`config.mk`:
```
export PLATFORM = sky130hd
export DESIGN_NAME = calc_top
export DESIGN_NICKNAME = d
export VERILOG_FILES = /design/src/design/calc_pkg.sv /design/src/design/calc_pipe_int.sv /design/src/design/calc_pipe_mul.sv /design/src/design/calc_completion.sv /design/src/design/calc_operand_stage.sv /design/src/design/calc_ctrl.sv /design/src/design/calc_top.sv
export SDC_FILE = /design/constraint.sdc
export NUM_CORES = 2
export LEC_CHECK = 0
export ABC_AREA = 1
export ABC_CLOCK_PERIOD_IN_PS = 5800
export BUFFER_PORTS_ARGS = -buffer_cell sky130_fd_sc_hd__buf_2
export CAP_MARGIN = 20
export CELL_PAD_IN_SITES_DETAIL_PLACEMENT = 0
export CELL_PAD_IN_SITES_GLOBAL_PLACEMENT = 2
export CORE_ASPECT_RATIO = 1.1
export CORE_UTILIZATION = 33
export CTS_CLUSTER_DIAMETER = 200
export DETAILED_ROUTE_END_ITERATION = 12
export MAX_ROUTING_LAYER = met4
export PLACE_DENSITY = 0.88
export SYNTH_ARGS = -nofsm -noshare
export SYNTH_HDL_FRONTEND = slang
export SYNTH_SLANG_ARGS = --single-unit
```
`constraint.sdc`:
```
create_clock -name clk_i -period 5.8 [get_ports clk_i]
set_input_delay 1.45 -clock clk_i [delete_from_list [all_inputs] [get_ports clk_i]]
set_output_delay 1.45 -clock clk_i [all_outputs]
set_load 0.03 [all_outputs]
```
`src/design/calc_pkg.sv`:
```
package calc_pkg;

  localparam int data_width       = 32;
  localparam int reg_addr_width   = 5;
  localparam int stage_els        = 4;
  localparam int int_inject_stage = 1;
  localparam int mul_inject_stage = 3;

  typedef logic [data_width-1:0]     data_t;
  typedef logic [reg_addr_width-1:0] reg_addr_t;

  typedef enum logic [3:0] {
    e_op_add,
    e_op_sub,
    e_op_and,
    e_op_or,
    e_op_xor,
    e_op_sll,
    e_op_srl,
    e_op_slt,
    e_op_mul
  } op_e;

  // Operand values are read from the register file before dispatch
  typedef struct packed {
    logic      v;
    op_e       opcode;
    reg_addr_t rd_addr;
    reg_addr_t rs1_addr;
    reg_addr_t rs2_addr;
    data_t     rs1;
    data_t     rs2;
  } dispatch_pkt_s;

  typedef struct packed {
    logic      v;
    op_e       opcode;
    reg_addr_t rd_addr;
    logic      irf_w_v;
    logic      pipe_mul_v;
  } stage_info_s;

  typedef struct packed {
    logic      iwb_v;
    reg_addr_t rd_addr;
  } fwd_slice_s;

  typedef struct packed {
    logic      v;
    logic      int_iwb_v;
    logic      mul_iwb_v;
    reg_addr_t rd_addr;
  } dep_status_s;

  typedef dep_status_s [stage_els-1:0] calc_status_s;

  typedef struct packed {
    logic      rd_w_v;
    reg_addr_t rd_addr;
    data_t     rd_data;
  } wb_pkt_s;

endpackage

```
`src/design/calc_pipe_int.sv`:
```
`timescale 1ns/1ps

module calc_pipe_int
  (
    input  calc_pkg::dispatch_pkt_s reservation_i,
    output calc_pkg::data_t         data_o
  );

  calc_pkg::data_t rs1;
  calc_pkg::data_t rs2;

  assign rs1 = reservation_i.rs1;
  assign rs2 = reservation_i.rs2;

  always_comb
  begin
    case (reservation_i.opcode)
      calc_pkg::e_op_add: data_o = rs1 + rs2;
      calc_pkg::e_op_sub: data_o = rs1 - rs2;
      calc_pkg::e_op_and: data_o = rs1 & rs2;
      calc_pkg::e_op_or:  data_o = rs1 | rs2;
      calc_pkg::e_op_xor: data_o = rs1 ^ rs2;
      // Shift amount is the low five bits of rs2
      calc_pkg::e_op_sll: data_o = rs1 << rs2[4:0];
      calc_pkg::e_op_srl: data_o = rs1 >> rs2[4:0];
      calc_pkg::e_op_slt: data_o = calc_pkg::data_t'($signed(rs1) < $signed(rs2));
      default:            data_o = '0;
    endcase
  end

endmodule

```
`src/design/calc_pipe_mul.sv`:
```
`timescale 1ns/1ps

module calc_pipe_mul
  (
    input  logic                    clk_i,
    input  calc_pkg::dispatch_pkt_s reservation_i,
    output calc_pkg::data_t         data_o
  );

  calc_pkg::data_t rs1_r;
  calc_pkg::data_t rs2_r;
  calc_pkg::data_t product_r;

  // Operands are captured one cycle after the reservation
  always_ff @(posedge clk_i)
  begin
    rs1_r <= reservation_i.rs1;
    rs2_r <= reservation_i.rs2;
  end

  // Only the low word of the product is kept
  always_ff @(posedge clk_i)
  begin
    product_r <= rs1_r * rs2_r;
  end

  assign data_o = product_r;

endmodule

```
`src/design/calc_completion.sv`:
```
`timescale 1ns/1ps

module calc_completion
  (
    input  logic                                   clk_i,
    input  calc_pkg::data_t                        int_data_i,
    input  calc_pkg::data_t                        mul_data_i,
    input  logic                                   int_done_i,
    input  logic                                   mul_done_i,
    output calc_pkg::data_t [calc_pkg::stage_els:1] fwd_data_o,
    output calc_pkg::data_t                        wb_data_o
  );

  calc_pkg::data_t [calc_pkg::stage_els:0]   comp_n;
  calc_pkg::data_t [calc_pkg::stage_els-1:0] comp_r;

  // Static latencies keep the two injection points from colliding
  always_comb
  begin
    comp_n[0] = '0;
    for (int i = 1; i <= calc_pkg::stage_els; i++)
    begin
      comp_n[i] = comp_r[i-1];
      if ((i == calc_pkg::int_inject_stage) && int_done_i)
      begin
        comp_n[i] = int_data_i;
      end
      if ((i == calc_pkg::mul_inject_stage) && mul_done_i)
      begin
        comp_n[i] = mul_data_i;
      end
    end
  end

  always_ff @(posedge clk_i)
  begin
    comp_r <= comp_n[calc_pkg::stage_els-1:0];
  end

  assign fwd_data_o = comp_n[calc_pkg::stage_els:1];
  // Last registered stage is the one being written back
  assign wb_data_o  = comp_r[calc_pkg::stage_els-1];

endmodule

```
`src/design/calc_operand_stage.sv`:
```
`timescale 1ns/1ps

module calc_operand_stage
  (
    input  logic                                        clk_i,
    input  calc_pkg::dispatch_pkt_s                     dispatch_pkt_i,
    input  calc_pkg::fwd_slice_s [calc_pkg::stage_els:1] fwd_i,
    input  calc_pkg::data_t      [calc_pkg::stage_els:1] fwd_data_i,
    output calc_pkg::dispatch_pkt_s                     reservation_o
  );

  calc_pkg::dispatch_pkt_s reservation_n;

  // Nearest matching stage wins, so scan from the far end and overwrite
  function automatic calc_pkg::data_t bypass_sel
    (
      input calc_pkg::reg_addr_t                         addr,
      input calc_pkg::data_t                             id_data,
      input calc_pkg::fwd_slice_s [calc_pkg::stage_els:1] fwd,
      input calc_pkg::data_t      [calc_pkg::stage_els:1] fwd_data
    );
    calc_pkg::data_t sel;
    sel = id_data;
    for (int i = calc_pkg::stage_els; i >= 1; i--)
    begin
      if (fwd[i].iwb_v && (fwd[i].rd_addr == addr))
      begin
        sel = fwd_data[i];
      end
    end
    return sel;
  endfunction

  always_comb
  begin
    reservation_n     = dispatch_pkt_i;
    reservation_n.rs1 = bypass_sel(dispatch_pkt_i.rs1_addr, dispatch_pkt_i.rs1,
                                   fwd_i, fwd_data_i);
    reservation_n.rs2 = bypass_sel(dispatch_pkt_i.rs2_addr, dispatch_pkt_i.rs2,
                                   fwd_i, fwd_data_i);
  end

  always_ff @(posedge clk_i)
  begin
    reservation_o <= reservation_n;
  end

endmodule

```
`src/design/calc_ctrl.sv`:
```
`timescale 1ns/1ps

module calc_ctrl
  (
    input  logic                                        clk_i,
    input  logic                                        reset_i,
    input  calc_pkg::dispatch_pkt_s                     dispatch_pkt_i,
    input  logic                                        flush_i,
    output calc_pkg::fwd_slice_s [calc_pkg::stage_els:1] fwd_o,
    output logic                                        int_done_o,
    output logic                                        mul_done_o,
    output calc_pkg::calc_status_s                      calc_status_o,
    output logic                                        wb_valid_o,
    output calc_pkg::reg_addr_t                         wb_rd_addr_o
  );

  calc_pkg::stage_info_s                          stage_isd;
  calc_pkg::stage_info_s [calc_pkg::stage_els:0]   stage_n;
  calc_pkg::stage_info_s [calc_pkg::stage_els-1:0] stage_r;
  logic                  [calc_pkg::stage_els:0]   poison_n;
  logic                  [calc_pkg::stage_els-1:0] poison_r;

  // Decode what the later stages need from the dispatched instruction
  always_comb
  begin
    stage_isd.v          = dispatch_pkt_i.v;
    stage_isd.opcode     = dispatch_pkt_i.opcode;
    stage_isd.rd_addr    = dispatch_pkt_i.rd_addr;
    stage_isd.irf_w_v    = dispatch_pkt_i.v & (dispatch_pkt_i.rd_addr != '0);
    stage_isd.pipe_mul_v = (dispatch_pkt_i.opcode == calc_pkg::e_op_mul);
  end

  assign stage_n = {stage_r, stage_isd};

  // Flush kills everything not yet at the writeback stage
  always_comb
  begin
    poison_n[0] = flush_i;
    for (int i = 1; i <= calc_pkg::stage_els; i++)
    begin
      if (i < calc_pkg::stage_els)
      begin
        poison_n[i] = poison_r[i-1] | flush_i;
      end
      else
      begin
        poison_n[i] = poison_r[i-1];
      end
    end
  end

  always_ff @(posedge clk_i)
  begin
    if (reset_i)
    begin
      stage_r  <= '0;
      poison_r <= '0;
    end
    else
    begin
      stage_r  <= stage_n[calc_pkg::stage_els-1:0];
      poison_r <= poison_n[calc_pkg::stage_els-1:0];
    end
  end

  // Pipe completion strobes for the result injection points
  assign int_done_o = stage_r[0].v & (stage_r[0].opcode != calc_pkg::e_op_mul);
  assign mul_done_o = stage_r[calc_pkg::mul_inject_stage-1].v
                    & stage_r[calc_pkg::mul_inject_stage-1].pipe_mul_v;

  always_comb
  begin
    for (int i = 1; i <= calc_pkg::stage_els; i++)
    begin
      fwd_o[i].iwb_v   = stage_n[i].irf_w_v & ~poison_n[i];
      fwd_o[i].rd_addr = stage_n[i].rd_addr;
    end
  end

  // Issue checker status takes poison from the stage being entered
  always_comb
  begin
    for (int i = 0; i < calc_pkg::stage_els; i++)
    begin
      calc_status_o[i].v         = stage_r[i].v;
      calc_status_o[i].int_iwb_v = ~stage_r[i].pipe_mul_v & stage_r[i].irf_w_v
                                 & ~poison_n[i+1];
      calc_status_o[i].mul_iwb_v = stage_r[i].pipe_mul_v & stage_r[i].irf_w_v
                                 & ~poison_n[i+1];
      calc_status_o[i].rd_addr   = stage_r[i].rd_addr;
    end
  end

  assign wb_valid_o   = stage_r[calc_pkg::stage_els-1].irf_w_v
                      & ~poison_r[calc_pkg::stage_els-1];
  assign wb_rd_addr_o = stage_r[calc_pkg::stage_els-1].rd_addr;

endmodule

```
`src/design/calc_top.sv`:
```
`timescale 1ns/1ps

module calc_top
  (
    input  logic                   clk_i,
    input  logic                   reset_i,
    input  calc_pkg::dispatch_pkt_s dispatch_pkt_i,
    input  logic                   flush_i,
    output calc_pkg::calc_status_s  calc_status_o,
    output calc_pkg::wb_pkt_s       wb_pkt_o
  );

  calc_pkg::fwd_slice_s [calc_pkg::stage_els:1] fwd;
  calc_pkg::data_t      [calc_pkg::stage_els:1] fwd_data;
  calc_pkg::dispatch_pkt_s                      reservation;

  calc_pkg::data_t     int_data;
  calc_pkg::data_t     mul_data;
  logic                int_done;
  logic                mul_done;
  logic                wb_valid;
  calc_pkg::reg_addr_t wb_rd_addr;
  calc_pkg::data_t     wb_data;

  calc_ctrl calc_ctrl_i
    (
      .clk_i          (clk_i),
      .reset_i        (reset_i),
      .dispatch_pkt_i (dispatch_pkt_i),
      .flush_i        (flush_i),
      .fwd_o          (fwd),
      .int_done_o     (int_done),
      .mul_done_o     (mul_done),
      .calc_status_o  (calc_status_o),
      .wb_valid_o     (wb_valid),
      .wb_rd_addr_o   (wb_rd_addr)
    );

  calc_operand_stage calc_operand_stage_i
    (
      .clk_i          (clk_i),
      .dispatch_pkt_i (dispatch_pkt_i),
      .fwd_i          (fwd),
      .fwd_data_i     (fwd_data),
      .reservation_o  (reservation)
    );

  calc_pipe_int calc_pipe_int_i
    (
      .reservation_i (reservation),
      .data_o        (int_data)
    );

  calc_pipe_mul calc_pipe_mul_i
    (
      .clk_i         (clk_i),
      .reservation_i (reservation),
      .data_o        (mul_data)
    );

  calc_completion calc_completion_i
    (
      .clk_i      (clk_i),
      .int_data_i (int_data),
      .mul_data_i (mul_data),
      .int_done_i (int_done),
      .mul_done_i (mul_done),
      .fwd_data_o (fwd_data),
      .wb_data_o  (wb_data)
    );

  assign wb_pkt_o = '{rd_w_v: wb_valid, rd_addr: wb_rd_addr, rd_data: wb_data};

endmodule

```
After elaboration in Yosys (flattened, before gate mapping). Cells that the tools add are included.

Register bits after elaboration: 300. Input bits: 87. Output and inout bits: 70. Logic and storage cells: 108.

Add/sub/neg operators: 2. Multipliers: 1. $lt $le $gt $ge: 1. Equality and inequality tests: 17. Shift-type cells: 2. Muxes and demuxes: 11. Bitwise operators: 37. Reductions and logical operators: 10.

Operator list (count): 32-bit 2-to-1 mux (10); 32-bit case mux with 8 select lines (1); 5-bit equality test (8); 32-bit adder (1); 32-bit bitwise AND (1); 32-bit < comparator (1); 32-bit by 32-bit multiplier with 32-bit output (1); 32-bit bitwise OR (1); 32-bit by 5-bit left shift with 32-bit output (1); 32-bit by 5-bit >> shifter with 32-bit output (1); 32-bit subtractor (1); 32-bit bitwise XOR (1); 1-bit bitwise AND (23); 4-bit by 3-bit equality test with 1-bit output (second input constant) (4); 4-bit by 2-bit equality test with 1-bit output (second input constant) (2); 1-bit logical AND (8); 1-bit NOT (8); 5-bit nonzero test (1); 4-bit by 1-bit equality test with 1-bit output (second input constant) (1); 4-bit equality test (second input constant) (1); 4-bit logical NOT (1); 4-bit inequality test (second input constant) (1); 1-bit bitwise OR (3).

Longest topological paths before layout.
Depth after elaboration: 7. Mapped depth: 35. Gate-level depth less buffers: 33.

Cells and area by module. From an unflattened synthesis, not the netlist that was laid out.

Cell total of the unflattened synthesis: 6045. Area, all modules: 39784.4 um2.

By module, submodules not included: calc_pipe_mul (times used 1, cells an instance 2376, area each 18750.5 um2, sequential area each 1921.8 um2); calc_pipe_int (times used 1, cells an instance 2002, area each 9958.3 um2, sequential area each 0.0 um2); calc_operand_stage (times used 1, cells an instance 1102, area each 6034.5 um2, sequential area each 1681.6 um2); calc_completion (times used 1, cells an instance 363, area each 3397.0 um2, sequential area each 1921.8 um2); calc_ctrl (times used 1, cells an instance 201, area each 1636.6 um2, sequential area each 800.8 um2); calc_top (times used 1, cells an instance 1, area each 7.5 um2, sequential area each 0.0 um2).

Worst setup path after synthesis. Ideal clock, no wire load.

Path type: register to register. Start point: register calc_pipe_mul_i.rs2_r[2]. End point: register calc_pipe_mul_i.product_r[30], in the netlist calc_pipe_mul_i.data_o[30]. Library setup time: 0.072 ns. Arrival time: 6.267 ns. Data required time: 5.728 ns. Setup slack: -0.539 ns. Cell stages (with the launch flop): 24. Path buffers: 2. Period minus slack after synthesis: 6.339 ns. Cells stage by stage: dfxtp_1 > clkbuf_1 > buf_1 > nand2_1 > fa_1 > inv_1 > fa_1 > inv_1 > fa_1 > inv_1 > fa_1 > fa_1 > inv_1 > fa_1 > inv_1 > fa_1 > fa_1 > ha_1 > inv_1 > nor3_1 > nand4_1 > o2111a_1 > nand2_1 > xor2_1.

Longest elaborated chain between the ends: 1.

RTL lines: start: declaration (RTL line calc_pipe_mul.sv:11) `calc_pkg::data_t rs2_r;`; start signal: assignment (RTL line calc_pipe_mul.sv:18) `rs2_r <= reservation_i.rs2;`; 32-bit by 32-bit multiplier with 32-bit output (RTL line calc_pipe_mul.sv:24) `product_r <= rs1_r * rs2_r;`; end signal: assignment (RTL line calc_pipe_mul.sv:24); end: declaration (RTL line calc_pipe_mul.sv:12) `calc_pkg::data_t product_r;`.

No other way between the ends. A chain may end at the register's enable or synchronous reset.

Final worst setup path.
Start point: register calc_pipe_mul_i.rs2_r[4]. End point: register calc_pipe_mul_i.product_r[31], in the netlist calc_pipe_mul_i.data_o[31].

Same word-level chain as after synthesis.

==> run metrics <==
ANT nets after route=0; Critical Path Start=calc_pipe_mul_i.rs2_r[4]$_DFF_P_; Fill cells=11,700; slowest CP cell=fa_2; Async SR Flop Fraction=0%; Vias per Instance=5.01; Hold WS=355 ps; Critical Path Source Type=flop; number of distinct library cells after synthesis=54; Crit path arrival time=6700 ps; Initial DRC Count=3,011; first-pass GRT wire length=222,000 um; worst setup margin=-452 ps; worst slew pin tran=1010 ps; syn nets=6,025; CP max stage delay=560 ps; Most used DFF post-synth=dfxtp_1; fin cells=6,912; Die W=319 um; min-delay src=calc_completion_i.fwd_data_o[36]$_DFF_P_; DR WL met3=7680 um; wirelength, routed=149,000 um; flops & latches, synth=300; clk root buf=clkbuf_16; global route overflow=0; Clk Latency, worst-skew pair=560 ps; Post-DP HPWL=123,000 um; Synth top area share=22.4%; pre-CTS WS=-655 ps; worst-path cell chain=buf_12 -> nand2_1 -> inv_1 -> fa_1 -> inv_1 -> fa_1 -> fa_1 -> fa_1 -> inv_1 -> fa_1 -> inv_1 -> fa_1 -> inv_1 -> fa_2 -> fa_1 -> ha_4 -> a21oi_2 -> a21boi_4 -> o21ai_1 -> a221oi_1 -> nand2_1 -> nand3_1 -> nand2_1; Multi-input gate area=0.0257 mm2; RSZ-0062 raised after global routing=yes; count leader, synth=nand2_1; number of buffers created by CTS=37; CTS Sinks=300; Max Used Layer=met4; dpl cells=6,828; met1 wire length=60,700 um; I/O Buffers=156; Seq. cell area=0.00605 mm2; Tmin final=6250 ps; Avg Cell Area, Syn=6.89 um2; Final Max Tran Viols=0; Max Clock Freq=160 MHz; Area Overhead vs Synth=16.3%; hold buffer count at cts=0; clock buffer depth=3; H-tree Lvls=2; synth warn=0; core area=0.109 mm2; Final nets=6,183; DIE HEIGHT=351 um; pin count of the biggest net entering global routing=80; FF-to-FF path depth=23; routability cong.=1.03; Rel. slew slack=32.8%; number of top-level pins=157; GRT Util Overall=27.2%; # Max-Cap Violations=0; Worst Hold Class=flop to flop; wire per inst=21.5 um; cell type with the largest total area after synthesis=fa_1; status=finished, violations left; Vias=34,700; die area=0.112 mm2; worst endpoint required time=6250 ps; WHS Endpoint=calc_completion_i.comp_r[68]$_DFF_P_; most frequent cells after synthesis=nand2_1, inv_1, nand3_1; first drt pass iteration count=6; Seq/Total Area, Yosys=16.4%; count of final setup violators=19; Mapped Area=0.0366 mm2; vias in the first global route=34,800; Max FO, Critical Path=8; endpoints failing hold=0; DRC violations left=0; worst hold path depth=0; Worst R2R Start=calc_pipe_mul_i.rs2_r[4]$_DFF_P_; worst setup path class=flop to flop; post-route clock period utilization=108%; Post-Synthesis Cells=5,308; CTS tree=built; Setup TNS=-4610 ps; critical path capture point type=flop; Clock transition at path regs=60 ps; num rows=127; initial antenna violation count=15; top cells by area, synth=fa_1, dfxtp_1, nand2_1, inv_1, ha_1; reg-to-reg slack, setup=-450 ps; Worst path most repeated cell=fa_1; share of layout cells above drive strength 1=14.2%; Starting Density=33.4%; routed length on met2=72,300 um; clock skew=25.5 ps; Post-synth EDFFs=0; failing checks=setup timing; reg2reg end=calc_pipe_mul_i.data_o[31]$_DFF_P_
[through the flow]
stage          util (%)  cell area (um2)
3_5_place_dp       36.6            40100
2_1_floorplan         -            36900
3_3_place_gp       36.6            40100
4_1_cts            38.3            41900
6_report           38.8            42500
5_1_grt            38.8            42500
[cell families (layout without fill, tap and decap cells)]
group	Yosys count	in the layout	share of synthesized area [%]
adder cells (fa/ha/maj)	630	630	30.0
multiplexers	38	38	1.15
flip-flops	300	300	16.4
other	0	5	0
XOR/XNOR	49	49	1.17
AO/OA/AOI/OAI	629	629	10.1
AND/OR/NAND/NOR	2243	2243	25.3
buffers and inverters	1419	1599	15.8
[metal layers]
metal  track usage [%]  vias to the layer above
met5                 -                        -
met4              12.4                        0
met3              2.13                      262
met2              45.9                     1125
met1              33.1                    16700
li1                  -                    16500
[critical path: cells and delay by family, from the launching register on]
family	cells	cell delay (ps)
compound gates	4	720
flops	1	370
fa+ha+maj	9	4260
simple gates	4	390
buf+inv	6	400
[layout by cell type, fill, tap and decap left out, drive strengths merged, types with 10 or more instances in the layout]
cell type / count
a31oi: 19
xor2: 28
clkbuf: 50
o21a: 13
dfxtp: 300
nand3: 430
buf: 440
nor2: 303
fa: 410
o22ai: 22
o21ai: 247
o211ai: 123
o21bai: 10
a21oi: 167
inv: 1093
nor4: 16
nand4: 34
ha: 220
a21o: 11
mux2: 32
xnor2: 21
clkinv: 10
nand2: 1406
nor3: 32
[final cells by class]
class / instances / share of cell area, %
Clock buffer: 46 / 2.45
Inverter: 1093 / 9.66
Tap cell: 1419 / 4.18
Multi-Input combinational cell: 3589 / 60.5
Sequential cell: 300 / 14.2
Antenna cell: 5 / 0.0294
Clock inverter: 15 / 0.444
Timing Repair Buffer: 445 / 8.49
[worst max path at each step]
stage,endpoint,slack (ps),depth (start not counted)
after global routing,calc_pipe_mul_i.data_o[30]$_DFF_P_,-630,20
after CTS,calc_pipe_mul_i.data_o[31]$_DFF_P_,-460,22
final,calc_pipe_mul_i.data_o[31]$_DFF_P_,-450,23
after floorplan,calc_pipe_mul_i.data_o[29]$_DFF_P_,-180,28
after global placement,calc_pipe_mul_i.data_o[28]$_DFF_P_,-640,22
after detailed placement,calc_pipe_mul_i.data_o[28]$_DFF_P_,-660,22
[state kept, by name (all words and copies together) (netlist names)]
name and count:
calc_operand_stage_i.reservation_o 68, calc_completion_i.comp_r 32, calc_completion_i.fwd_data_o 32, calc_completion_i.wb_data_o 32, calc_pipe_mul_i.data_o 32, calc_pipe_mul_i.rs1_r 32
calc_pipe_mul_i.rs2_r 32, calc_ctrl_i.calc_status_o 19, calc_ctrl_i.stage_n 12, calc_ctrl_i.wb_rd_addr_o 5, calc_ctrl_i.poison_r 4
[timing repair]
action                                  in CTS  in global routing
resized for setup                          127                115
gates cloned                                 1                  4
pin swaps                                   52                 51
setup buffers                                6                  9
endpoints found under the setup margin      20                 21
Power is left out: the tool's default activity adds up to more than one toggle a clock period on the data nets, which glitch-free logic cannot reach.
